File: src/fe_cfg.svh
// sizing of the fetch front end
// block size, history length, predictor and BTB geometry,
// return stack depth, reset pointer and predictor throttle periods
`ifndef FE_CFG_SVH
`define FE_CFG_SVH

`define FE_ADDR_W 32

// log2 of the 32-byte fetch block
`define FE_BLOCK_BITS 5

`define FE_GHT_W 8

// 256 entries in each direction table
`define FE_PRED_IDX_W 8

// 64 BTB sets, tag is the block number above the set index
`define FE_BTB_SETS_W 6
`define FE_BTB_TAG_W (`FE_ADDR_W - `FE_BLOCK_BITS - `FE_BTB_SETS_W)

// 16-entry return stack
`define FE_RAS_DEPTH_W 4

`define FE_RESET_IP 32'h0000_1000

// mispredicts between toggles of tables B and C
`define FE_THROTTLE_B 4
`define FE_THROTTLE_C 16

`endif

File: src/fe_fetch_pkg.sv
// fetch path types
// fetch address, global history and branch slot number
`default_nettype none

`include "fe_cfg.svh"

package fe_fetch_pkg;

  // byte address of a fetch block
  typedef logic [`FE_ADDR_W-1:0] addr_t;

  // newest outcome in bit 0
  typedef logic [`FE_GHT_W-1:0] ght_t;

  // two branch slots per block
  typedef logic slot_t;

endpackage

`default_nettype wire

File: src/fe_ras.sv
// return address stack
// circular, wrapping pointer, push on call hits, pop on return hits
`default_nettype none

`include "fe_cfg.svh"

module fe_ras (
  input  logic                clk,
  input  logic                rst,
  input  logic                ras_push,
  input  logic                ras_pop,
  input  fe_fetch_pkg::addr_t push_addr,
  output fe_fetch_pkg::addr_t ras_top
);
  import fe_fetch_pkg::*;

  localparam int PTR_W = `FE_RAS_DEPTH_W;
  localparam int DEPTH = 1 << PTR_W;

  addr_t            stack [DEPTH];
  logic [PTR_W-1:0] ptr;  // points at the top entry

  always_ff @(posedge clk) begin
    if (rst) begin
      ptr <= '0;
      for (int i = 0; i < DEPTH; i++) begin
        stack[i] <= '0;
      end
    end else if (ras_push) begin
      // overflow just overwrites the oldest entry
      stack[ptr + 1'b1] <= push_addr;
      ptr <= ptr + 1'b1;
    end else if (ras_pop) begin
      ptr <= ptr - 1'b1;
    end
  end

  assign ras_top = stack[ptr];

  // a block wins with one branch kind only
  a_push_pop_excl: assert property (
    @(posedge clk) disable iff (rst)
    !(ras_push && ras_pop)
  );

endmodule

`default_nettype wire

File: config.mk
export PLATFORM = sky130hd
export DESIGN_NAME = fe_ras
export DESIGN_NICKNAME = d
export VERILOG_FILES = /design/src/fe_fetch_pkg.sv /design/src/fe_ras.sv
export VERILOG_INCLUDE_DIRS = /design/src
export SDC_FILE = /design/constraint.sdc
export NUM_CORES = 1
export LEC_CHECK = 0
export BUFFER_PORTS_ARGS = -buffer_cell sky130_fd_sc_hd__buf_2
export CAP_MARGIN = 10
export CORE_MARGIN = 8
export CORE_UTILIZATION = 25
export CTS_CLUSTER_DIAMETER = 50
export DETAILED_ROUTE_END_ITERATION = 12
export GPL_ROUTABILITY_DRIVEN = 1
export GPL_TIMING_DRIVEN = 0
export SYNTH_ARGS = -nofsm -noshare
export SYNTH_HDL_FRONTEND = slang
export SYNTH_SLANG_ARGS = --single-unit
export TNS_END_PERCENT = 50
File: constraint.sdc
create_clock -name clk -period 7.7 [get_ports clk]
set_input_delay 0.385 -clock clk [delete_from_list [all_inputs] [get_ports clk]]
set_output_delay 0.385 -clock clk [all_outputs]
set_load 0.01 [all_outputs]
* After elaboration in Yosys (flattened, before gate mapping)
Memories as Yosys holds them, arrays and structs flattened. A register that Yosys moved wholly into a read port is not among the register bits.
Cells that the tools add are included.
** Operators by class
- $add $sub $neg :: 2
- Multiplexer cells :: 12
- Reductions and logical operators :: 2
** Operator list (count)
- $mux 32 :: 1
- $reduce_or 32->1 :: 1
- $mux 4 :: 5
- $mux 1 :: 6
- $add 4x1->4 const B :: 1
- $sub 4x1->4 const B :: 1
- $reduce_bool 2->1 :: 1
** Word-level totals
- Register bits :: 4
- Bits in writable memories :: 512
- Input bits :: 36
- Output and inout port bits :: 32
- Word-level logic and storage cells :: 18
- Memories :: 1
** Memory list
- stack :: depth 16, bits a word 32, rd ports 1, clocked after memory_dff 1, wr ports 16, RTL line fe_ras.sv:20 : addr_t stack [DEPTH];

* Longest topological paths before layout
- Depth after elaboration :: 5
- Mapped depth :: 7
- Mapped depth without buffers :: 6

* Worst setup path after synthesis
OpenSTA, ideal clock, no wires.
- Path type :: register to register
- Start :: register ptr[0]
- End :: memory stack[3][0] (netlist name) (enable)
- Arrival time :: 2.853 ns
- Data required time :: 7.272 ns
- Slack :: 4.419 ns
- Stages on the path, launching flop included :: 7
- Cells stage by stage :: dfxtp_1 ha_1 or2_2 o21ai_2 o21ai_2 clkbuf_1 o21bai_1
** RTL lines
- start: declaration :: RTL line fe_ras.sv:21 : logic [PTR_W-1:0] ptr;
- start signal: assignment :: RTL line fe_ras.sv:32 : ptr <= ptr + 1'b1;
- start signal: assignment :: RTL line fe_ras.sv:34 : ptr <= ptr - 1'b1;
- end: declaration :: RTL line fe_ras.sv:20

==> PnR_summary.wiki <==
{| class="wikitable"
! Metric !! Value
|-
| Crit share post-route || 45.4%
|-
| Max Cap Viol || 0
|-
| I/O Buffers || 67
|-
| Remaining global-route overflow || 0
|-
| Number of gates given a new drive strength after cts || 0
|-
| Count of unresolved DRC violations after routing || 0
|-
| Area of the core || 89,700 sq um
|-
| Clock insertion delay at the later pin of the skew report || 0.61 ns
|-
| Number of antenna violations at the first check in global routing || 20
|-
| Setup repair after global routing missed its margin || no
|-
| Sequential standard cell area || 15,500 sq um
|-
| TritonCTS clock tree || done
|-
| Core Rows || 110
|-
| Netlist cell types || 30
|-
| Post-Syn Nets || 1,615
|-
| CP Data Required Time || 7.32 ns
|-
| Fraction of post-synthesis cell area in the top cell type by area || 68.1%
|-
| H-tree level count || 2
|-
| Final period demand of the worst path || 3.50 ns
|-
| Critical path capture point type || primary output
|-
| Final TNS setup || 0 ns
|-
| Proportion of register bits with asynchronous set or reset after synthesis || 0%
|-
| Number of primary I/O pins || 68
|-
| Achievable Freq || 0.286 GHz
|-
| Max-slew violation count || 0
|-
| Relative slew slack || 24.4%
|-
| Critical-path maximum fanout || 10
|-
| Mean area per synthesized cell || 14.3 sq um
|-
| Critical path class || reg -> out
|-
| Clock-pin slew on the worst setup and hold paths || 0.06 ns
|-
| DRC marker count from the first detailed-route iteration || 1,797
|-
| Worst flop-to-flop path endpoint || stack[3][2]$_SDFFCE_PN0P_
|-
| R2R depth || 7
|-
| Primary FF master, synth || edfxtp_1
|-
| Post-Place Worst Slack || 4.68 ns
|-
| Fraction of final layout cells with drive strength greater than 1 || 21.7%
|-
| Routed wirelength normalized by instance count || 25.8 um
|-
| Number of buffers added for setup after CTS || 0
|-
| Area used by multi-input combinational logic || 6530 sq um
|-
| Main area contributors after synthesis || edfxtp_1 (68%), mux4_2 (13%), nor2_1 (8.6%)
|-
| Most instantiated library cell after synthesis || nor2_1
|-
| Worst reg-to-reg setup slack || 4.63 ns
|-
| Pin count of the biggest net entering global routing || 22
|-
| Die Footprint || 100,000 sq um
|-
| Hold buffers post-CTS || 0
|-
| Sequential fraction of the synthesis area || 68.8%
|-
| Number of global-route vias before repair || 15,247
|-
| Die width || 316 um
|-
| Count of yosys warnings during synthesis || 0
|-
| Total of flip-flops plus latches after synthesis || 520
|-
| Number of search-and-repair iterations in the first detailed-routing pass || 5
|-
| Nets || 1,753
|-
| Setup Skew || 0.0242 ns
|-
| Cell depth of the worst min-delay path || 3
|-
| Count of mapped cells out of synthesis || 1,573
|-
| Die height || 316 um
|-
| Weighted congestion reported at the end of routability-driven placement || 0.826
|-
| Initial Util || 25.1%
|-
| Final count of negative-setup-slack endpoints || 0
|-
| Clock Sinks || 520
|-
| IR Drop Worst-Case VDD || 0.177 mV
|-
| Per-cell via count in the routed design || 5.06
|-
| Number of clock buffers inserted by TritonCTS || 53
|-
| Hold violation count in the final report || 0
|-
| Worst hold path endpoint || stack[8][14]$_SDFFCE_PN0P_
|-
| Cell area after synthesis || 22,600 sq um
|-
| Final HPWL DP || 50.2 mm
|-
| Startpoint type of the worst setup path || flop
|-
| Ratio of total power to cell area || 260 nW/um^2
|-
| Vias || 14,845
|-
| Top cell types by occurrence after synthesis || nor2_1 (520), edfxtp_1 (512), nand2_1 (169)
|-
| Post-Route WL || 75.8 mm
|-
| Root cell of the clock tree || clkbuf_16
|-
| Outcome || finished clean
|-
| Worst r2r src || ptr[0]$_SDFFE_PP0N_
|-
| Worst min-delay path class || in -> reg
|-
| Setup slack of the critical path after layout || 4.20 ns
|-
| Origin of the worst min-delay path || push_addr[14]
|-
| Post-synth EDFFs || 512
|-
| Clock Tree Buf Depth || 3
|-
| Slew of the pin with the lowest slew margin || 1.13 ns
|-
| Area added between synthesis and finish || 17.9%
|-
| Wire length of the first global-routing pass || 106 mm
|-
| Data arrival time of the critical path || 3.11 ns
|-
| Antenna viol nets, final || 0
|-
| # fillers || 8,974
|-
| Leakage power || 9.01 nW
|-
| Overall track demand over capacity in global routing || 14.9%
|-
| Cell taking the most area after synthesis || edfxtp_1
|}
## stage by stage
step / std cells / power (mW) / hold slack (ns) / area, sq um / util (%)
after floorplan: 1573 / 3.91 / 0.572 / 22600 / -
after global placement: 2816 / 4.38 / 0.678 / 24400 / 27.2
after detailed placement: 2832 / 4.42 / 0.695 / 24900 / 27.7
after CTS: 2931 / 6.94 / 0.162 / 26600 / 29.6
after global routing: 2932 / 7.08 / 0.198 / 26600 / 29.6
final: 2936 / 6.92 / 0.206 / 26600 / 29.7
## how the worst max path moves through the flow
stage / start / endpoint / slack (ns) / cells after the start
finish: flop / ras_top[0] / 4.20 / 6
global placement: ptr[0]$_SDFFE_PP0N_ / stack[13][24]$_SDFFCE_PN0P_ / 2.05 / 6
CTS: flop / ras_top[0] / 4.21 / 6
floorplan: ptr[0]$_SDFFE_PP0N_ / stack[3][0]$_SDFFCE_PN0P_ / 4.42 / 6
detailed placement: ptr[0]$_SDFFE_PP0N_ / stack[3][6]$_SDFFCE_PN0P_ / 4.68 / 7
global route: flop / ras_top[0] / 4.10 / 6
## final cells by class
type	count	share of cell area (%)
antenna	5	0.0470
tap	1176	5.53
clock buffer	63	5.21
inverter	2	0.0282
multi-input combinational	932	24.5
timing repair buffer	83	2.55
buffer	119	2.53
clock inverter	36	1.18
sequential	520	58.4
## report_power, final
group | switching, mW | internal [mW] | leakage [nW]
Combinational | 0.746 | 0.338 | 2.84
Clock | 1.10 | 1.45 | 0.810
Sequential | 0.0380 | 3.24 | 5.36
## sequential cells by signal (all words and copies together), names as in the netlist, named ones only
signal,count
stack,512
ptr,4
## critical path, cell delays in order (launching register included)
cell and delay (ns):
dfxtp_1 0.33, buf_2 0.26, buf_1 0.88, mux4_2 0.43
a22oi_1 0.19, nand2_1 0.22, buf_2 0.20
## routing by layer
layer | up-vias | global-route usage [%] | wire (um)
met4 | 12 | 6.46 | 3540
met1 | 7541 | 18.3 | 26800
met5 | - | 0 | 72
li1 | 6042 | - | -
met2 | 1031 | 25.0 | 36700
met3 | 219 | 3.35 | 8740
## cell families after synthesis
| group | Yosys count | synth area share, % |
|---|---|---|
| and+or+nand+nor | 706 | 11.9 |
| buffers and inverters | 121 | 3.02 |
| AOI/OAI and AO/OA | 89 | 2.98 |
| xor gates and xnor gates | 3 | 0.116 |
| DFF | 520 | 68.8 |
| muxes | 128 | 12.8 |
| adders and majority gates | 6 | 0.333 |
## cell usage in the layout (no fill, tap or decap), types with 2 or more instances in the layout
cell type,n
nand2b_1,2
buf_1,9
a22oi_1,64
clkinv_1,18
clkinv_4,2
clkinvlp_4,5
buf_2,104
dfxtp_1,8
buf_16,3
edfxtp_1,512
clkbuf_1,44
ha_1,6
nand2_1,169
clkbuf_16,54
xnor2_1,2
diode_2,5
and2_1,6
o21bai_4,16
buf_6,10
nor2_1,520
a21oi_2,2
bufinv_16,5
buf_12,13
inv_1,2
mux4_2,128
o21ai_2,3
clkinv_2,5
buf_4,28
nor2b_1,4
No activity file was read; power rests on OpenSTA's default activity.
