## src/fe_cfg.svh

```systemverilog
// sizing of the fetch front end
// block size, history length, predictor and BTB geometry,
// return stack depth, reset pointer and predictor throttle periods
`ifndef FE_CFG_SVH
`define FE_CFG_SVH

`define FE_ADDR_W 32

// log2 of the 32-byte fetch block
`define FE_BLOCK_BITS 5

`define FE_GHT_W 8

// 256 entries in each direction table
`define FE_PRED_IDX_W 8

// 64 BTB sets, tag is the block number above the set index
`define FE_BTB_SETS_W 6
`define FE_BTB_TAG_W (`FE_ADDR_W - `FE_BLOCK_BITS - `FE_BTB_SETS_W)

// 16-entry return stack
`define FE_RAS_DEPTH_W 4

`define FE_RESET_IP 32'h0000_1000

// mispredicts between toggles of tables B and C
`define FE_THROTTLE_B 4
`define FE_THROTTLE_C 16

`endif

```

## src/fe_fetch_pkg.sv

```systemverilog
// fetch path types
// fetch address, global history and branch slot number
`default_nettype none

`include "fe_cfg.svh"

package fe_fetch_pkg;

  // byte address of a fetch block
  typedef logic [`FE_ADDR_W-1:0] addr_t;

  // newest outcome in bit 0
  typedef logic [`FE_GHT_W-1:0] ght_t;

  // two branch slots per block
  typedef logic slot_t;

endpackage

`default_nettype wire

```

## src/fe_btb_pkg.sv

```systemverilog
// branch target buffer and predictor types
// branch kind encoding, BTB slot entry, direction predictor entry
`default_nettype none

`include "fe_cfg.svh"

package fe_btb_pkg;

  typedef enum logic [1:0] {
    br_cond = 2'd0,
    br_jump = 2'd1,
    br_call = 2'd2,
    br_ret  = 2'd3
  } br_kind_t;

  // one BTB slot
  typedef struct packed {
    logic                     valid;
    logic [`FE_BTB_TAG_W-1:0] tag;    // block number above the set index
    fe_fetch_pkg::addr_t      target;
    br_kind_t                 kind;
  } btb_entry_t;

  // one toggle bit per slot, bit s belongs to slot s
  typedef logic [1:0] pred_entry_t;

endpackage

`default_nettype wire

```

## src/fe_table.sv

```systemverilog
// generic table memory
// combinational read port, synchronous write port, cleared on reset
`default_nettype none

`include "fe_cfg.svh"

module fe_table #(
  parameter type entry_t = logic [1:0],
  parameter int  DEPTH   = 1 << `FE_PRED_IDX_W,
  localparam int IDX_W   = (DEPTH > 1) ? $clog2(DEPTH) : 1
) (
  input  logic             clk,
  input  logic             rst,
  input  logic [IDX_W-1:0] rd_idx,
  output entry_t           rd_data,
  input  logic             wr_en,
  input  logic [IDX_W-1:0] wr_idx,
  input  entry_t           wr_data
);

  entry_t mem [DEPTH];

  always_ff @(posedge clk) begin
    if (rst) begin
      for (int i = 0; i < DEPTH; i++) begin
        mem[i] <= '0;
      end
    end else if (wr_en) begin
      mem[wr_idx] <= wr_data;
    end
  end

  // same-cycle write is seen by the read from the next cycle on
  assign rd_data = mem[rd_idx];

  a_wr_idx_range: assert property (
    @(posedge clk) disable iff (rst)
    wr_en |-> wr_idx < DEPTH
  );

endmodule

`default_nettype wire

```

## src/fe_direction.sv

```systemverilog
// direction predictor
// three hashed toggle tables, XOR-combined per slot
// mispredict repair: table A every time, B and C throttled by counters
`default_nettype none

`include "fe_cfg.svh"

module fe_direction (
  input  logic                 clk,
  input  logic                 rst,
  input  fe_fetch_pkg::addr_t  fetch_ip,
  input  fe_fetch_pkg::ght_t   ght,
  output logic [1:0]           dir_taken,
  input  logic                 ret_valid,
  input  logic                 ret_mispred,
  input  fe_btb_pkg::br_kind_t ret_kind,
  input  fe_fetch_pkg::slot_t  ret_slot,
  input  fe_fetch_pkg::addr_t  ret_src_ip,
  input  fe_fetch_pkg::ght_t   ret_ght
);
  import fe_fetch_pkg::*;
  import fe_btb_pkg::*;

  localparam int IDX_W = `FE_PRED_IDX_W;
  localparam int CNT_B_W = $clog2(`FE_THROTTLE_B);
  localparam int CNT_C_W = $clog2(`FE_THROTTLE_C);
  localparam logic [CNT_B_W-1:0] LAST_B = CNT_B_W'(`FE_THROTTLE_B - 1);
  localparam logic [CNT_C_W-1:0] LAST_C = CNT_C_W'(`FE_THROTTLE_C - 1);
  // history bits in the index of tables A, B, C
  localparam int HIST_BITS [3] = '{2, 4, 6};

  logic             cond_mispred;
  logic [2:0]       tog;
  logic [CNT_B_W-1:0] cnt_b;
  logic [CNT_C_W-1:0] cnt_c;
  logic [IDX_W-1:0] rd_idx [3];
  logic [IDX_W-1:0] ret_idx [3];
  pred_entry_t      ent [3];
  pred_entry_t      slot_mask;

  // block-number bits on top, low history bits below
  function automatic logic [IDX_W-1:0] pred_hash(
    input addr_t ip,
    input ght_t  h,
    input int    hist_bits
  );
    logic [IDX_W-1:0] blk;
    logic [IDX_W-1:0] mask;
    blk  = ip[`FE_BLOCK_BITS +: IDX_W];
    mask = {IDX_W{1'b1}} >> (IDX_W - hist_bits);
    return (blk << hist_bits) | (h & mask);
  endfunction

  assign cond_mispred = ret_valid && ret_mispred && ret_kind == br_cond;
  assign tog = {cond_mispred && cnt_c == LAST_C, cond_mispred && cnt_b == LAST_B, cond_mispred};

  always_comb begin
    slot_mask = '0;
    slot_mask[ret_slot] = 1'b1;
    for (int t = 0; t < 3; t++) begin
      ret_idx[t] = pred_hash(ret_src_ip, ret_ght, HIST_BITS[t]);
      // the redirect squashes this block, so the read port serves the toggle
      rd_idx[t] = cond_mispred ? ret_idx[t] : pred_hash(fetch_ip, ght, HIST_BITS[t]);
    end
  end

  always_ff @(posedge clk) begin
    if (rst) begin
      cnt_b <= '0;
      cnt_c <= '0;
    end else if (cond_mispred) begin
      cnt_b <= (cnt_b == LAST_B) ? '0 : cnt_b + 1'b1;
      cnt_c <= (cnt_c == LAST_C) ? '0 : cnt_c + 1'b1;
    end
  end

  fe_table #(.entry_t(pred_entry_t), .DEPTH(1 << IDX_W)) tbl_a (
    .clk     (clk),
    .rst     (rst),
    .rd_idx  (rd_idx[0]),
    .rd_data (ent[0]),
    .wr_en   (tog[0]),
    .wr_idx  (ret_idx[0]),
    .wr_data (ent[0] ^ slot_mask)
  );

  fe_table #(.entry_t(pred_entry_t), .DEPTH(1 << IDX_W)) tbl_b (
    .clk     (clk),
    .rst     (rst),
    .rd_idx  (rd_idx[1]),
    .rd_data (ent[1]),
    .wr_en   (tog[1]),
    .wr_idx  (ret_idx[1]),
    .wr_data (ent[1] ^ slot_mask)
  );

  fe_table #(.entry_t(pred_entry_t), .DEPTH(1 << IDX_W)) tbl_c (
    .clk     (clk),
    .rst     (rst),
    .rd_idx  (rd_idx[2]),
    .rd_data (ent[2]),
    .wr_en   (tog[2]),
    .wr_idx  (ret_idx[2]),
    .wr_data (ent[2] ^ slot_mask)
  );

  assign dir_taken = ent[0] ^ ent[1] ^ ent[2];

endmodule

`default_nettype wire

```

## config.mk

```make
export PLATFORM = sky130hd
export DESIGN_NAME = fe_direction
export DESIGN_NICKNAME = d
export VERILOG_FILES = /design/src/fe_fetch_pkg.sv /design/src/fe_btb_pkg.sv /design/src/fe_table.sv /design/src/fe_direction.sv
export VERILOG_INCLUDE_DIRS = /design/src
export SDC_FILE = /design/constraint.sdc
export NUM_CORES = 2
export LEC_CHECK = 0
export BUFFER_PORTS_ARGS = -buffer_cell sky130_fd_sc_hd__buf_4
export CORE_UTILIZATION = 40
export CTS_CLUSTER_SIZE = 28
export DETAILED_ROUTE_END_ITERATION = 7
export PLACE_DENSITY = 0.58
export SLEW_MARGIN = 30
export SYNTH_ARGS = -nofsm -noshare
export SYNTH_HDL_FRONTEND = slang
export SYNTH_HIERARCHICAL = 1
export SYNTH_SLANG_ARGS = --single-unit
export TNS_END_PERCENT = 30
```

## constraint.sdc

```tcl
create_clock -name clk -period 6.9 [get_ports clk]
set_input_delay 0.345 -clock clk [delete_from_list [all_inputs] [get_ports clk]]
set_output_delay 0.345 -clock clk [all_outputs]
set_load 0.1 [all_outputs]
```

Word level (Yosys, flattened, before mapping)
Memories as Yosys holds them, arrays and structs flattened.
Cells that the tools add are included.

cells by class
  eq/ne operators = 2
  reduce and logical (&&, ||, !) cells = 9
  $add $sub $neg = 2
  order comparisons = 2
  multiplexer cells = 27
  bitwise gates (word level) = 11

operators by type and width
  operator             count
  $mux 8               6
  $or 8x2->8           2
  $or 8x4->8           2
  $or 8x6->8           2
  $mux 1               15
  $xor 2x2->2          5
  $mux 2               4
  $reduce_or 2->1      3
  $logic_and 1x1->1    5
  $add 4x1->4 const B  1
  $eq 4x4->1 const B   1
  $mux 4               1
  $add 2x1->2 const B  1
  $eq 2x2->1 const B   1
  $logic_not 2->1      1
  $lt 1x2->1 const B   1
  $demux 1 s1          1
  $ge 1x1->1 const B   1

word-level totals
  bits of input ports = 87
  word-level logic and storage cells = 58
  flip-flop bits (word level) = 6
  RAM bits = 1536
  memories = 3

memories
  name       depth  bits a word  rd ports  clocked after Yosys merged registers in  wr ports  RTL line        source
  tbl_a.mem  256    2            1         0                                        256       fe_table.sv:21  entry_t mem [DEPTH];
  tbl_b.mem  256    2            1         0                                        256       fe_table.sv:21
  tbl_c.mem  256    2            1         0                                        256       fe_table.sv:21

Depth between registers and ports, before layout
  depth after elaboration = 8
  depth in mapped cells = 22

Cells and area by module
The synthesis kept the hierarchy.

modules (own cells, without submodules)
  module                 times used  cells an instance  seq. area each (µm²)  area an instance (µm²)
  fe_table at tbl_b ...  2           1985               15374.7               25340.6
  fe_table at tbl_a      1           1985               15374.7               25354.3
  fe_direction           1           84                 120.1                 523.0

Worst setup path before layout
Ideal clock, no wire load.

  kind = input-to-output
  start point = input port ret_kind[0]
  end point = output port dir_taken[0]
  data required time = 6555 ps
  stages on the path = 17
  slack = 1905 ps
  arrival time = 4650 ps
  path buffers = 5
  cells stage by stage = nand4bb_1 > clkinv_1 > buf_2 > nand2_1 > nand2_1 > buf_6 > buf_12 > nand3b_2 > buf_4 > buf_2 > o22ai_1 > nor3_1 > o41ai_2 > a31oi_1 > a311oi_1 > xnor2_1 > xnor2_1

RTL lines
  what             RTL line            source
  start, declared  fe_direction.sv:16  input fe_btb_pkg::br_kind_t ret_kind,
  end, declared    fe_direction.sv:13  output logic [1:0] dir_taken,

==> flow_summary.toml <==
[floorplanning]
start_util_pct = 40.26
num_io_pins = 89
fp.coreArea_sq_mm = 0.1902
die_area_sq_mm = 0.1932
die_x_microns = 439.5
rows = 160
die_h_microns = 439.5

[run_status]
status = "completed"

[synth]
ys_async_sr_fraction_pct = 0
synth_cells = 6039
avgSynthCellArea_sq_um = 12.68
syn_area_sq_mm = 0.07656
syn-num-nets = 6128
synthesis.yosys.warnings = 6
synth-seq-cells = 1542
yosys.cell_types.count = 57
synth-main-ff-cell = "edfxtp_1"
synth_edf_count = 1536
seq_area_frac_synth_pct = 60.40

[sta]
fin_crit_ns = 6.354
timing.final.crit_share_pct = 92.09
fin_ws_ns = 0.5459
hold_violations = 0
rsz0062_at_grt = "false"
setup-tns-final_ns = 0
clock.fmax_mhz = 157.4
slew_viol_final = 0
fin_skew_ns = 0.04272
relSlewSlack_pct = 28.70
setup_viol = 0
worst_pin_slew_ns = 1.066

[route]
antenna_left = 0
viasPerCell = 6.032
wl_per_cell_microns = 27.55
vias = 51360
drt-total-wl_mm = 234.6
drc_errors = 0
drt_iter0_drc = 5375
drtPass1Iterations = 5

[power]
ir_worst_vdd_mv = 0.2972
cellLeakagePower_nw = 33.32
p_per_area_mw_per_mm2 = 256.1

[worst_hold_path]
min_path_type = "input pin to flip-flop"
worstHoldStart = "rst"
hold_depth = 2
hold_end = "tbl_c/mem[216][0]"

[place]
dp_hpwl_mm = 142.5
gp_congestion = 0.8532
port_buffers = 32
place_ws_ns = 0.3085

[worst_setup_path]
cpMostUsedCell = "buf_4"
crit_chain = "buf_4, nand4bb_2, clkinv_1, nand2_1, nand2_4, buf_4, nand3b_1, buf_4, o22ai_1, nor4_1, o41ai_2, a31oi_1, a311oi_1, buf_4, xnor2_1, xnor2_1, buf_4"
rr_startpoint = "tbl_a/mem[160][1]"
end_kind = "output port"
start_kind = "input pin"
crit_required_ns = 6.55
critPathMaxFanout = 24
path_buf_inv = 6
reg2regPathDepth = 10
critical-path-max-stage-delay_ns = 0.75
crit_family = "simple AND/OR/NAND/NOR gates"
rrSetupSlack_ns = 2.05
r2r-end = "tbl_a/mem[123][1]"
worst_path_max_delay_cell = "nor4_1"
worstPathArrival_ns = 6.01
critical_path_class = "input pin to output port"

[clocking]
cts_setup_buffers = 0
cts_sinks = 1542
htreeDepth = 4
clk_path_buf_depth = 3
cts-resized-gates = 0
clk_pin_slew_ns = 0.06
cts_tree = "yes"
root_buffer = "clkbuf_16"
ctsHoldBuffers = 0
clk_latency_ns = 0.84
cts_buffers = 170

[grt]
grt-ovfl-total = 0
grt_use_total_pct = 23.86
grt_pass1_vias = 50720
use_met3_pct = 4.136
grt_pass1_wl_mm = 339.9
grt_use_met2_pct = 38.82
antenna_found_initial = 7
met1_usage_pct = 31.84
globalRoute.busiestLayer = "met2"
grt_max_degree = 202

[layout]
finalNetCount = 5955
drive_gt1_share_pct = 14.28
most-common-layout-cells = "edfxtp_1 (1536), nor2_1 (1277), a21o_1 (766), mux2i_1 (339), and3_1 (333)"
final_util_pct = 44.54
fillCellCount = 17120
areaGrowthSynthToFinish_pct = 10.65
final_common_cell = "edfxtp_1"

[run]
cap_violations = 0
[worst max-delay path by stage]
stage / start / to / depth (start not counted) / slack, ns
floorplan: ret_kind[0] / dir_taken[0] / 17 / 1.91
global placement: ret_kind[0] / dir_taken[0] / 16 / 0.17
detailed placement: ret_kind[0] / tbl_b/mem[194][1] / 17 / 0.31
CTS: ret_kind[0] / dir_taken[1] / 17 / 0.46
global route: ret_kind[0] / dir_taken[1] / 17 / 0.39
finish: ret_kind[0] / dir_taken[1] / 17 / 0.55
[state kept, by name, indices dropped and copies added (netlist names)]
signal and cells:
cnt_b 2, tbl_b/mem 512, tbl_c/mem 512, tbl_a/mem 512, cnt_c 4
[logic make-up after synthesis]
kind of cell	Yosys count	synth area share, %
buffers and inverters	666	4.558
DFF	1542	60.40
and+or+nand+nor	2151	12.50
xor gates and xnor gates	10	0.1144
muxes	609	12.16
adders and majority gates	2	0.03268
AOI/OAI and AO/OA	1059	10.23
[final cells by class]
cell class,count,area [sq um],share of cell area (%)
diodes,3,7.507,0.008862
clock buffers,212,4506,5.319
repair buffers,304,2507,2.960
multi-input cells,3831,27430,32.38
inverters,17,63.81,0.07533
well taps,2511,3142,3.709
flip-flops and latches,1542,46240,54.59
clock inverters,94,814.5,0.9615
[where the power goes]
group / switching, mW / internal [mW] / leakage [nW]
logic: 1.46 / 0.736 / 14.8
registers: 0.0872 / 10.6 / 16.0
clock network: 3.80 / 5.04 / 2.61
[Yosys cell counts, drive strengths merged, types with 6 or more instances]
master,number,area share [%]
inv,7,0.034
and3,333,2.7
nand3,26,0.17
nand4,6,0.049
xnor2,7,0.080
nand3b,7,0.083
mux4,234,7.2
nor2,1285,6.3
buf,141,1.8
clkinv,10,0.049
o221ai,18,0.21
o41ai,12,0.20
o31a,6,0.069
a311oi,6,0.069
o22ai,129,1.1
o32ai,9,0.10
nand2b,42,0.34
a21oi,28,0.18
mux2i,339,4.4
or3,7,0.057
dfxtp,6,0.16
a21o,766,7.5
nor2b,12,0.098
a31oi,6,0.049
mux2,36,0.53
nor3,87,0.57
clkbuf,508,2.7
nor4,69,0.66
or3b,6,0.069
a32oi,12,0.14
edfxtp,1536,60
nand2,259,1.3
a22oi,12,0.12
o31ai,10,0.098
and2,7,0.057
a2111oi,24,0.27
o21ai,15,0.098
[metrics by stage]
stage | power [mW] | area [sq um] | hold slack, ns | instances
after floorplan | 12.29 | 76560 | 0.4141 | 6039
after global placement | 12.99 | 79230 | 0.4519 | 8200
after detailed placement | 13.03 | 79320 | 0.4532 | 8203
after CTS | 21.81 | 84640 | 0.1162 | 8509
after global routing | 22.29 | 84710 | 0.1436 | 8514
final | 21.70 | 84710 | 0.1323 | 8514
[routing by layer]
metal / part of all wire, % / wire length, microns
met5: 0.0055 / 13
met4: 3.8 / 9015
met3: 8.5 / 19870
met2: 48 / 111800
met1: 40 / 93850
Power figures use the tool's default switching activity.
