===== src/fe_cfg.svh =====
// sizing of the fetch front end
// block size, history length, predictor and BTB geometry,
// return stack depth, reset pointer and predictor throttle periods
`ifndef FE_CFG_SVH
`define FE_CFG_SVH

`define FE_ADDR_W 32

// log2 of the 32-byte fetch block
`define FE_BLOCK_BITS 5

`define FE_GHT_W 8

// 256 entries in each direction table
`define FE_PRED_IDX_W 8

// 64 BTB sets, tag is the block number above the set index
`define FE_BTB_SETS_W 6
`define FE_BTB_TAG_W (`FE_ADDR_W - `FE_BLOCK_BITS - `FE_BTB_SETS_W)

// 16-entry return stack
`define FE_RAS_DEPTH_W 4

`define FE_RESET_IP 32'h0000_1000

// mispredicts between toggles of tables B and C
`define FE_THROTTLE_B 4
`define FE_THROTTLE_C 16

`endif


===== src/fe_fetch_pkg.sv =====
// fetch path types
// fetch address, global history and branch slot number
`default_nettype none

`include "fe_cfg.svh"

package fe_fetch_pkg;

  // byte address of a fetch block
  typedef logic [`FE_ADDR_W-1:0] addr_t;

  // newest outcome in bit 0
  typedef logic [`FE_GHT_W-1:0] ght_t;

  // two branch slots per block
  typedef logic slot_t;

endpackage

`default_nettype wire


===== src/fe_btb_pkg.sv =====
// branch target buffer and predictor types
// branch kind encoding, BTB slot entry, direction predictor entry
`default_nettype none

`include "fe_cfg.svh"

package fe_btb_pkg;

  typedef enum logic [1:0] {
    br_cond = 2'd0,
    br_jump = 2'd1,
    br_call = 2'd2,
    br_ret  = 2'd3
  } br_kind_t;

  // one BTB slot
  typedef struct packed {
    logic                     valid;
    logic [`FE_BTB_TAG_W-1:0] tag;    // block number above the set index
    fe_fetch_pkg::addr_t      target;
    br_kind_t                 kind;
  } btb_entry_t;

  // one toggle bit per slot, bit s belongs to slot s
  typedef logic [1:0] pred_entry_t;

endpackage

`default_nettype wire


===== src/fe_next_ip.sv =====
// next fetch address selection
// slot choice, target mux, history update, redirect priority
// holds the fetch pointer and history registers
`default_nettype none

`include "fe_cfg.svh"

module fe_next_ip (
  input  logic                         clk,
  input  logic                         rst,
  input  logic [1:0]                   slot_hit,
  input  fe_btb_pkg::btb_entry_t [1:0] slot_entry,
  input  logic [1:0]                   dir_taken,
  input  fe_fetch_pkg::addr_t          ras_top,
  input  logic                         irq_load,
  input  fe_fetch_pkg::addr_t          irq_ip,
  input  logic                         ret_valid,
  input  logic                         ret_mispred,
  input  logic                         ret_taken,
  input  fe_fetch_pkg::addr_t          ret_target,
  input  fe_fetch_pkg::addr_t          ret_src_ip,
  input  fe_fetch_pkg::ght_t           ret_ght,
  output fe_fetch_pkg::addr_t          fetch_ip,
  output fe_fetch_pkg::ght_t           fetch_ght,
  output logic                         pred_taken,
  output fe_fetch_pkg::slot_t          pred_slot,
  output logic                         ras_push,
  output logic                         ras_pop,
  output fe_fetch_pkg::addr_t          push_addr
);
  import fe_fetch_pkg::*;
  import fe_btb_pkg::*;

  localparam addr_t BLOCK_BYTES = addr_t'(1 << `FE_BLOCK_BITS);

  logic [1:0] slot_take;
  logic [1:0] slot_cond;
  logic       any_take;
  logic       mispred;
  logic       override;
  slot_t      win_slot;
  btb_entry_t win;
  addr_t      pred_target;
  addr_t      next_ip;
  ght_t       next_ght;

  always_comb begin
    for (int s = 0; s < 2; s++) begin
      slot_cond[s] = slot_hit[s] && slot_entry[s].kind == br_cond;
      slot_take[s] = slot_hit[s] && (slot_entry[s].kind != br_cond || dir_taken[s]);
    end
  end

  assign any_take    = |slot_take;
  assign win_slot    = slot_t'(!slot_take[0] && slot_take[1]);  // slot 0 first
  assign win         = slot_entry[win_slot];
  assign pred_target = (win.kind == br_ret) ? ras_top : win.target;
  assign mispred     = ret_valid && ret_mispred;
  assign override    = irq_load || mispred;
  assign push_addr   = fetch_ip + BLOCK_BYTES;

  // squashed block predicts nothing
  assign pred_taken = any_take && !override;
  assign pred_slot  = win_slot;
  assign ras_push   = pred_taken && win.kind == br_call;
  assign ras_pop    = pred_taken && win.kind == br_ret;

  always_comb begin
    if (irq_load) begin
      next_ip  = irq_ip;
      next_ght = fetch_ght;
    end else if (mispred) begin
      next_ip  = ret_taken ? ret_target : ret_src_ip + BLOCK_BYTES;
      next_ght = ret_ght;  // back to the history the branch saw
    end else if (any_take) begin
      next_ip  = pred_target;
      next_ght = (win.kind == br_cond) ? {fetch_ght[`FE_GHT_W-2:0], 1'b1} : fetch_ght;
    end else begin
      next_ip  = push_addr;
      next_ght = (|slot_cond) ? {fetch_ght[`FE_GHT_W-2:0], 1'b0} : fetch_ght;
    end
  end

  always_ff @(posedge clk) begin
    if (rst) begin
      fetch_ip  <= `FE_RESET_IP;
      fetch_ght <= '0;
    end else begin
      fetch_ip  <= next_ip;
      fetch_ght <= next_ght;
    end
  end

  // predicted and fall-through pointers stay block aligned
  a_fetch_aligned: assert property (
    @(posedge clk) disable iff (rst)
    !override |=> fetch_ip[`FE_BLOCK_BITS-1:0] == '0
  );

endmodule

`default_nettype wire


===== config.mk =====
export PLATFORM = sky130hd
export DESIGN_NAME = fe_next_ip
export DESIGN_NICKNAME = d
export VERILOG_FILES = /design/src/fe_fetch_pkg.sv /design/src/fe_btb_pkg.sv /design/src/fe_next_ip.sv
export VERILOG_INCLUDE_DIRS = /design/src
export SDC_FILE = /design/constraint.sdc
export NUM_CORES = 1
export LEC_CHECK = 0
export BUFFER_PORTS_ARGS = -buffer_cell sky130_fd_sc_hd__buf_2
export CORE_AREA = 4 4 126 128
export CTS_BUF_LIST = sky130_fd_sc_hd__clkbuf_4
export CTS_CLUSTER_SIZE = 40
export DETAILED_ROUTE_END_ITERATION = 7
export DIE_AREA = 0 0 130 132
export HOLD_SLACK_MARGIN = 0.05
export SLEW_MARGIN = 0
export SYNTH_ARGS = -nofsm -noshare
export SYNTH_HDL_FRONTEND = slang
export SYNTH_SLANG_ARGS = --single-unit
export TNS_END_PERCENT = 10

===== constraint.sdc =====
create_clock -name clk -period 2.2 [get_ports clk]
set_input_delay 0 -clock clk [delete_from_list [all_inputs] [get_ports clk]]
set_output_delay 0 -clock clk [all_outputs]
set_load 0.01 [all_outputs]

After elaboration in Yosys (flattened, before gate mapping). Index checks and enable logic that the tools add are counted.

Register bits after elaboration: 40. Bits of input ports: 258. Output and inout port bits: 76. Word-level logic and storage cells: 43.

Add/subtract/negate cells: 2. Magnitude comparators: 1. Eq/ne operators: 3. Multiplexer cells: 11. Bitwise logic cells: 1. Reductions and logical operators: 23.

Operators by type and width (number): $mux W32 (5); $mux W34 (2); $add A32 B6 Y32 const B (2); $mux W8 (4); $logic_and A1 B1 Y1 (9); $logic_not A2 Y1 (3); $eq A2 B2 Y1 const B (2); $reduce_bool A2 Y1 (2); $reduce_or A2 Y1 (2); $logic_or A1 B1 Y1 (3); $ne A3 B1 Y1 const B (1); $reduce_and A3 Y1 (1); $reduce_bool A3 Y1 (1); $logic_not A1 Y1 (2); $lt A1 B2 Y1 const B (1); $not A1 Y1 (1).

Depth between registers and ports, before layout. Gate-level depths: netlist of run 1.

Depth in word-level cells: 12. Depth in mapped cells: 9.

Worst setup path before layout of run 1. Ideal clock, no wire load.

Path kind: register to register. From: register fetch_ip[5]. To: register fetch_ip[29]. Setup time: 0.125 ns. Arrival: 1.897 ns. Required time: 2.075 ns. Path slack: 0.179 ns. Stages on the path, launching flop included: 8. Buffers on the path: 0. Clock period less this slack: 2.021 ns. Path through: dfxtp_1 > ha_1 > nand3_1 > nor4_1 > nand4_1 > xnor2_1 > a211oi_1 > a21oi_1.

Cells in the longest elaborated chain, start to end: 4.

Ends and longest elaborated chain: start: declaration (line fe_next_ip.sv:23) `output fe_fetch_pkg::addr_t fetch_ip,`; start signal: assignment (line fe_next_ip.sv:86) `` fetch_ip <= `FE_RESET_IP; ``; start signal: assignment (line fe_next_ip.sv:89) `fetch_ip <= next_ip;`; $add A32 B6 Y32 (line fe_next_ip.sv:60) `assign push_addr = fetch_ip + BLOCK_BYTES;`; named net push_addr[29] (line fe_next_ip.sv:29) `output fe_fetch_pkg::addr_t push_addr`; $mux W32 (line fe_next_ip.sv:75) `end else if (any_take) begin`; $mux W32 (line fe_next_ip.sv:72) `end else if (mispred) begin`; $mux W32 (line fe_next_ip.sv:69) `if (irq_load) begin`.

The timed path passes the listed nets, and every way through them passes these cells. A chain may end at the register's enable or synchronous reset.

Final worst setup path of run 1.
From: register fetch_ip[17]. To: output port push_addr[21].

Cells in the longest elaborated chain, start to end: 1.

Ends and longest elaborated chain (line): $add A32 B6 Y32 (fe_next_ip.sv:60); end: declaration (fe_next_ip.sv:29).

No other way between the ends.

==> results of run 1 <==
-- synthesized netlist by cell type (7+ instances only) --
library cell / count / area, um^2
nor3_1: 25 / 125
a21oi_1: 35 / 175
o221ai_1: 9 / 78.8
o21a_1: 13 / 97.6
and4_1: 7 / 61.3
dfxtp_1: 40 / 801
nand3_1: 34 / 170
nand4_1: 13 / 81.3
buf_2: 9 / 45.0
xor2_1: 19 / 166
a311oi_1: 10 / 87.6
clkbuf_1: 29 / 109
o211ai_1: 11 / 82.6
o31ai_1: 13 / 97.6
xnor2_1: 28 / 245
or3_1: 11 / 68.8
a31oi_1: 13 / 81.3
a221oi_1: 8 / 70.1
nor2_1: 29 / 109
o21ai_0: 66 / 330
nand2_1: 63 / 236
mux2i_1: 7 / 70.1
buf_4: 8 / 60.1
o311ai_0: 7 / 61.3
-- through the flow --
step	hold WS (ns)	setup slack, ns	cell area [um^2]	util
global route	0.0637	-0.0146	6760	0.455
CTS	0.0535	0.0301	6660	0.448
floorplan	0.0721	0.179	4140	-
finish	0.0363	0.110	6760	0.455
global placement	0.237	0.0402	5850	0.394
detailed placement	0.256	0.0899	5850	0.394
-- worst max-delay path: stages, from the launching register on --
cell	delay, ns
dfxtp_1	0.48
and4_1	0.30
nor3b_2	0.18
buf_4	0.17
nand2_1	0.07
xnor2_1	0.30
buf_2	0.22
-- metal layers --
layer  vias up  part of all wire  track usage
li1       2914                 -            -
met1      2847              0.41        0.308
met2       275              0.49        0.438
met3        25             0.073       0.0446
met4         0             0.021       0.0612
met5         -                 0            0
-- timing repair --
item                       CTS  global route
hold endpoints to repair    40             1
gates resized for setup      9            17
setup buffers                0             3
pin swaps                    0             4
setup endpoints to repair    4            15
hold buffers                70             1
-- flip-flops by register name, summed over array words and instances, names as in the netlist --
name,cells
fetch_ip,32
fetch_ght,8
-- cell type report --
class,instances,area (um^2),share of cell area
Timing Repair Buffer,396,2450,0.363
Clock inverter,3,18.8,0.00278
Clock buffer,5,37.5,0.00556
Sequential cell,40,817,0.121
Inverter,8,30.0,0.00444
Antenna cell,3,7.51,0.00111
Tap cell,188,235,0.0348
Multi-Input combinational cell,486,3160,0.467
-- kinds of logic (layout without fill, tap and decap cells) --
kind of cell,after synthesis,in the layout,synth area share
AO/OA/AOI/OAI,215,215,0.354
AND/OR/NAND/NOR,215,215,0.266
buffers and inverters,58,412,0.0647
XOR/XNOR,47,47,0.0994
flip-flops,40,40,0.193
multiplexers,7,7,0.0169
adder cells (fa/ha/maj),2,2,0.00604
other,0,3,0
-- power breakdown --
group          internal (mW)  switching (mW)
combinational          0.575           0.669
clock                  0.123           0.300
sequential             0.795          0.0794
total                   1.49            1.05
-- worst max path at each step --
stage	to	cells after the start	slack, ns	startpoint
2_1_floorplan	fetch_ip[29]$_SDFF_PP0_	7	0.18	fetch_ip[5]$_SDFF_PP0_
3_3_place_gp	fetch_ip[18]$_SDFF_PP0_	6	0.04	fetch_ip[9]$_SDFF_PP0_
3_5_place_dp	fetch_ip[18]$_SDFF_PP0_	6	0.09	fetch_ip[9]$_SDFF_PP0_
4_1_cts	push_addr[31]	8	0.03	fetch_ip[6]$_SDFF_PP0_
5_1_grt	push_addr[20]	5	-0.01	fetch_ip[11]$_SDFF_PP0_
6_report	push_addr[21]	6	0.11	fetch_ip[17]$_SDFF_PP0_
==> flow_summary.json, run 1 <==
{
  "cp.arrival_ns": 2.09,
  "tritoncts": "yes",
  "post-dp-hpwl_mm": 18.3,
  "critPathLaunchType": "register",
  "relSlewSlack": 0.557,
  "avgRoutedWirePerCell_um": 20.0,
  "dr.pass1.iters": 5,
  "hp-class": "in2reg",
  "clkSinkCount": 40,
  "holdPathEnd": "fetch_ip[20]$_SDFF_PP0_",
  "netlist_area_um2": 4140,
  "period_needed_ns": 2.09,
  "grt.total_usage": 0.248,
  "p_total_mw": 2.54,
  "yosysSeqAreaShare": 0.193,
  "vias": 6061,
  "grt_pass1_vias": 5968,
  "clk_pin_slew_worst_paths_ns": 0.14,
  "io_pins": 334,
  "syn_avg_cell_area_um2": 7.09,
  "num_rows": 45,
  "r2r-start": "fetch_ip[5]$_SDFF_PP0_",
  "mostFrequentLayoutCell": "buf_2",
  "fillers": 1609,
  "hp-start": "ras_top[20]",
  "setup_viol": 0,
  "fin_cells": 1129,
  "numCtsBuffers": 5,
  "drt_iter0_drc": 408,
  "initial_core_util": 0.279,
  "dieArea_um2": 17200,
  "final_max_slew_viol_count": 0,
  "cts_buffer_depth": 2,
  "ys_types": 64,
  "synth_fp_nets": 844,
  "dp.cells": 1044,
  "postSynthCellCount": 584,
  "grt_pass1_wl_mm": 33.1,
  "finalHoldViolCount": 0,
  "drc_errors": 0,
  "p_per_area_nw_per_um2": 376,
  "grt_max_degree": 34,
  "syn_to_final_growth_pct": 63.2,
  "place.gp.congestion": 0.887,
  "holdPathStages": 3,
  "path_class": "reg2out",
  "die_w_um": 130,
  "rr_endpoint": "fetch_ip[11]$_SDFF_PP0_",
  "status": "finished, final reports clean",
  "drive_gt1_frac": 0.397,
  "rsz0062_at_grt": "yes",
  "ant_nets": 0,
  "synth_edf_count": 0,
  "io_buffers": 289,
  "mostFrequentLayoutCells": "buf_2, dlygate4sd3_1, o21ai_0, nand2_1, a21oi_1",
  "cp-end-kind": "output port",
  "ys_ff_latch": 40,
  "finalClockSkew_ns": 0.0184,
  "synth-warning-count": 0,
  "synth_top_flop_cell": "dfxtp_1",
  "ir_drop_v": 0.000281,
  "finalCritPeriodShare": 0.950,
  "drt_wl_total_mm": 22.5,
  "drv_cap": 0,
  "worstSkewPairLatency_ns": 0.38,
  "cts_root_buf": "clkbuf_4",
  "antenna_found_initial": 1,
  "fin_nets": 1197,
  "worstMarginPinSlew_ns": 0.663,
  "leakagePower_nw": 3.04,
  "async_flop_share": 0,
  "rrSetupSlack_ns": 0.18,
  "crit_required_ns": 2.20,
  "fin_tns_setup_ns": 0,
  "htree_num_levels": 2,
  "r2r_cells": 7,
  "overflow": 0,
  "crit_fanout": 8,
  "die_y_um": 132,
  "core_um2": 14900,
  "timing.fmax_mhz": 479,
  "avgViaCountPerCell": 5.37
}
No activity file was read; power rests on OpenSTA's default activity.
==> run 2, diff against run 1 <==
SETUP_SLACK_MARGIN = 0.2   (was default)
==> run 2 against run 1 <==
Compared with the run above: hold slack better by 0.038 ns; non-clock buffer count up 12; critical path depth down 1; combinational power about the same; via count up 1.2%; final cell count up 0.97%; fmax up 3.1%; register-to-register slack about the same.
==> flow_summary.json, run 2 (synthesized netlist as in run 1, its figures left out) <==
{
  "hp-class": "in2reg",
  "ir_drop_v": 0.000280,
  "critPathLaunchType": "register",
  "worstMarginPinSlew_ns": 0.679,
  "crit_start": "fetch_ip[11]$_SDFF_PP0_",
  "die_w_um": 130,
  "syn_to_final_growth_pct": 68.9,
  "drt_iter0_drc": 370,
  "largest-register": "fetch_ip",
  "relSlewSlack": 0.542,
  "fin_nets": 1209,
  "drv_cap": 0,
  "crit_fanout": 5,
  "leakagePower_nw": 3.10,
  "fin_tns_setup_ns": 0,
  "largestRegisters": "fetch_ip x32, fetch_ght x8",
  "finalHoldViolCount": 0,
  "finalCritPeriodShare": 0.921,
  "avgRoutedWirePerCell_um": 19.1,
  "ant_nets": 0,
  "holdPathStages": 5,
  "grt_pass1_vias": 5951,
  "setup_viol": 0,
  "cp_slowest_cell": "dfxtp_1",
  "place.gp.congestion": 0.947,
  "vias": 6136,
  "p_per_area_nw_per_um2": 383,
  "stdcell_area_um2": 6990,
  "clk_pin_slew_worst_paths_ns": 0.14,
  "clkSinkCount": 40,
  "largest_reg_flops": 32,
  "core_um2": 14900,
  "path_class": "reg2out",
  "timing.fmax_mhz": 493,
  "crit_required_ns": 2.20,
  "worstSkewPairLatency_ns": 0.39,
  "tritoncts": "yes",
  "rsz0062_at_grt": "yes",
  "io_pins": 334,
  "dr.pass1.iters": 5,
  "post-dp-hpwl_mm": 16.9,
  "finalClockSkew_ns": 0.0145,
  "r2r_cells": 6,
  "drc_errors": 0,
  "cp.arrival_ns": 2.03,
  "hp-start": "slot_entry[73]",
  "worstPathCellList": "nand3_4 > nor4_4 > nor3b_1 > xor2_1 > buf_2",
  "mostFrequentLayoutCell": "buf_2",
  "mostFrequentLayoutCells": "buf_2, dlygate4sd3_1, o21ai_0, nand2_1, a21oi_1",
  "grt.total_usage": 0.242,
  "numCtsBuffers": 5,
  "grt_pass1_wl_mm": 32.7,
  "die_y_um": 132,
  "cts_root_buf": "clkbuf_4",
  "cp_num_cells": 5,
  "cp-end-kind": "output port",
  "grt_max_degree": 36,
  "final_max_slew_viol_count": 0,
  "drive_gt1_frac": 0.394,
  "cts_buffer_depth": 2,
  "r2r-start": "fetch_ip[11]$_SDFF_PP0_",
  "num_rows": 45,
  "p_total_mw": 2.68,
  "crit_buf_inv": 1,
  "place_area_um2": 5850,
  "max_stage_delay_ns": 0.43,
  "dieArea_um2": 17200,
  "io_buffers": 289,
  "antenna_found_initial": 2,
  "fin_util": 0.470,
  "initial_core_util": 0.279,
  "htree_num_levels": 2,
  "crit_family": "simple AND/OR/NAND/NOR gates",
  "overflow": 0,
  "avgViaCountPerCell": 5.38,
  "fillers": 1534,
  "status": "finished, final reports clean",
  "period_needed_ns": 2.03,
  "drt_wl_total_mm": 21.8
}
run 2: cell types whose count changed in the layout (fill, tap and decap cells not counted), sizes merged:
cell         change
dlygate4sd3     +15
buf              -3
clkinv           -2
bufinv           +1
clkbuf           +1
diode            -1
run 2: layer usage:
layer,track usage,vias up,part of all wire
li1,-,2945,-
met2,0.424,287,0.50
met5,0,-,0
met1,0.300,2870,0.40
met4,0.0768,0,0.025
met3,0.0381,34,0.071
run 2: timing repair:
action	4_1_cts	5_1_grt
hold buffers	86	0
endpoints found under the setup margin	20	35
resized for setup	31	8
hold endpoints to repair	40	0
setup buffers	6	0
pin swaps	3	0
run 2: layout make-up:
| type | instances | area (um^2) | share of cell area |
|---|---|---|---|
| multi-input combinational | 486 | 3190 | 0.456 |
| clock inverter | 2 | 35.0 | 0.00501 |
| inverter | 8 | 32.5 | 0.00465 |
| antenna | 2 | 5.00 | 0.000716 |
| clock buffer | 6 | 45.0 | 0.00644 |
| timing repair buffer | 408 | 2630 | 0.376 |
| tap | 188 | 235 | 0.0336 |
| sequential | 40 | 822 | 0.118 |
run 2: tightest hold or removal path, cell delays in order:
cell and delay (ns):
buf_2 0.08, nand3_1 0.05, o21ai_0 0.07, o22ai_1 0.10
o21ai_0 0.14
run 2: stage by stage:
| stage | instances | hold slack [ns] | worst slack (ns) |
|---|---|---|---|
| floorplan | 584 | 0.0721 | 0.272 |
| global placement | 1038 | 0.244 | 0.133 |
| detailed placement | 1038 | 0.258 | 0.0872 |
| CTS | 1138 | 0.0531 | 0.163 |
| global route | 1140 | 0.0650 | 0.0273 |
| finish | 1140 | 0.0748 | 0.173 |
run 2: final timing paths:
| path | end | slack, ns |
|---|---|---|
| min | fetch_ip[15]$_SDFF_PP0_ | 0.07 |
| max reg2reg | fetch_ip[16]$_SDFF_PP0_ | 0.19 |
| min reg2reg | fetch_ip[23]$_SDFF_PP0_ | 0.66 |
| max | push_addr[20] | 0.17 |
run 2: where the power goes:
group | total, mW | switching, mW | internal, mW | leakage (nW)
combinational | 1.24 | 0.649 | 0.595 | 2.72
sequential | 0.880 | 0.0828 | 0.797 | 0.337
clock | 0.558 | 0.307 | 0.251 | 0.0457
==> run 3, diff against run 2 <==
CORE_AREA = 4 4 129 131   (was 4 4 126 128)
DIE_AREA = 0 0 133 135   (was 0 0 130 132)
==> run 3 against run 2 <==
Compared with the run above: critical path depth grew 1; worst setup slack lost 0.054 ns; sequential power is essentially flat; utilization shrank 3.3 points; final cell count grew 0.96%; clock-buffer cell count is the same; total power shrank 1.6%; wire length grew 1.6%; hold slack lost 0.031 ns; clock skew grew 0.0091 ns; first-iteration DRC count grew 14%.
==> flow_summary.json, run 3 (synthesized netlist as in run 1, its figures left out) <==
{
  "fillers": 1668,
  "largest_reg_flops": 32,
  "dr.pass1.iters": 5,
  "rsz0062_at_grt": "yes",
  "cp_slowest_cell": "dfxtp_1",
  "finalClockSkew_ns": 0.0236,
  "clkSinkCount": 40,
  "cts_root_buf": "clkbuf_4",
  "fin_tns_setup_ns": 0,
  "crit_family": "simple AND/OR/NAND/NOR gates",
  "drive_gt1_frac": 0.411,
  "path_class": "reg2out",
  "io_pins": 334,
  "crit_required_ns": 2.20,
  "clk_pin_slew_worst_paths_ns": 0.16,
  "drv_cap": 0,
  "worstSkewPairLatency_ns": 0.38,
  "drc_errors": 0,
  "fin_nets": 1193,
  "worstMarginPinSlew_ns": 0.634,
  "avgViaCountPerCell": 5.30,
  "htree_num_levels": 2,
  "overflow": 0,
  "p_total_mw": 2.64,
  "num_rows": 46,
  "cp.arrival_ns": 2.08,
  "mostFrequentLayoutCells": "buf_2, o21ai_0, nand2_1, dlygate4sd3_1, buf_4",
  "post-dp-hpwl_mm": 17.4,
  "dieArea_um2": 18000,
  "initial_core_util": 0.265,
  "crit_buf_inv": 2,
  "relSlewSlack": 0.572,
  "die_w_um": 133,
  "grt_max_degree": 33,
  "numCtsBuffers": 5,
  "max_stage_delay_ns": 0.45,
  "final_max_slew_viol_count": 0,
  "period_needed_ns": 2.08,
  "worstPathCellList": "and4_1 > nor3b_2 > buf_4 > nand3_1 > xnor2_1 > buf_2",
  "critPathLaunchType": "register",
  "multi_input_area_um2": 3170,
  "vias": 6103,
  "timing.fmax_mhz": 481,
  "hp-class": "in2reg",
  "place.gp.congestion": 0.904,
  "tritoncts": "yes",
  "p_per_area_nw_per_um2": 387,
  "ir_drop_v": 0.000277,
  "cts_buffer_depth": 2,
  "antenna_found_initial": 2,
  "io_buffers": 289,
  "largestRegisters": "fetch_ip x32, fetch_ght x8",
  "die_y_um": 135,
  "status": "finished, final reports clean",
  "grt_pass1_wl_mm": 33.0,
  "setup_viol": 0,
  "mostFrequentLayoutCell": "buf_2",
  "largest-register": "fetch_ip",
  "crit_fanout": 8,
  "grt.total_usage": 0.232,
  "fin_util": 0.437,
  "grt_pass1_vias": 5911,
  "seq_area_um2": 837,
  "dp.cells": 1072,
  "avgRoutedWirePerCell_um": 19.2,
  "finalHoldViolCount": 0,
  "fin_cells": 1151,
  "core_um2": 15600,
  "finalCritPeriodShare": 0.946,
  "syn_to_final_growth_pct": 64.7,
  "leakagePower_nw": 3.02,
  "ant_nets": 0,
  "hold_slack_ns": 0.0435,
  "drt_iter0_drc": 421,
  "drt_wl_total_mm": 22.2,
  "cp-end-kind": "output port"
}
==> run 3: cell types whose count changed in the layout (fill, tap and decap cells not counted), moves of 2 or more <==
| cell | before | now |
|---|---|---|
| dlygate4sd3_1 | 86 | 62 |
| buf_4 | 27 | 36 |
| dfxtp_2 | 14 | 8 |
| dfxtp_4 | 1 | 7 |
| buf_12 | 6 | 4 |
| xor2_2 | 0 | 2 |
==> run 3: what timing repair did <==
| item | in CTS | in global routing |
|---|---|---|
| endpoints found under the hold margin | 40 | 0 |
| buffers inserted | 1 | 7 |
| hold buffers | 62 | 0 |
| endpoints found under the setup margin | 14 | 18 |
| resized for setup | 17 | 22 |
| pin swaps | 1 | 3 |
==> run 3: stage by stage <==
| step | instance area [um^2] | setup slack, ns |
|---|---|---|
| floorplan | 4150 | 0.272 |
| global placement | 5930 | 0.141 |
| detailed placement | 5930 | 0.148 |
| CTS | 6710 | 0.166 |
| global route | 6820 | -0.00213 |
| finish | 6820 | 0.119 |
==> run 3: path summary, 6_finish.rpt <==
check                              end  depth (start not counted)                       from  slack (ns)
min            fetch_ip[19]$_SDFF_PP0_                          3                ras_top[19]        0.04
max reg2reg    fetch_ip[20]$_SDFF_PP0_                          7     fetch_ip[8]$_SDFF_PP0_        0.34
max                      push_addr[22]                          6    fetch_ip[17]$_SDFF_PP0_        0.12
min reg2reg  fetch_ght[2]$_SDFFE_PP0P_                          2  fetch_ght[1]$_SDFFE_PP0P_        0.50
==> run 3: power by group <==
| group | leakage [nW] | internal (mW) | switching (mW) |
|---|---|---|---|
| clock network | 0.0457 | 0.251 | 0.301 |
| logic | 2.63 | 0.564 | 0.644 |
| registers | 0.339 | 0.795 | 0.0823 |
==> run 3: layer usage <==
layer | vias to the layer above | wire length [um] | GRT usage
met5 | - | 7 | 0
met3 | 41 | 1570 | 0.0380
met4 | 2 | 589 | 0.0595
met2 | 308 | 11100 | 0.417
li1 | 2907 | - | -
met1 | 2845 | 8890 | 0.289
==> run 3: layout make-up <==
type	count	share of cell area
timing repair buffer	392	0.356
clock inverter	2	0.00514
inverter	8	0.00440
sequential	40	0.123
clock buffer	6	0.00661
multi-input combinational	486	0.465
antenna	1	0.000367
tap	216	0.0396
==> run 3: worst register-to-register path, stage by stage, from the launching register on <==
cell and delay [ns]:
dfxtp_4 0.41, nand4_1 0.12, buf_6 0.15, nor4_4 0.34, nor3b_2 0.25, xor2_1 0.21, a22oi_1 0.13, a31oi_1 0.20
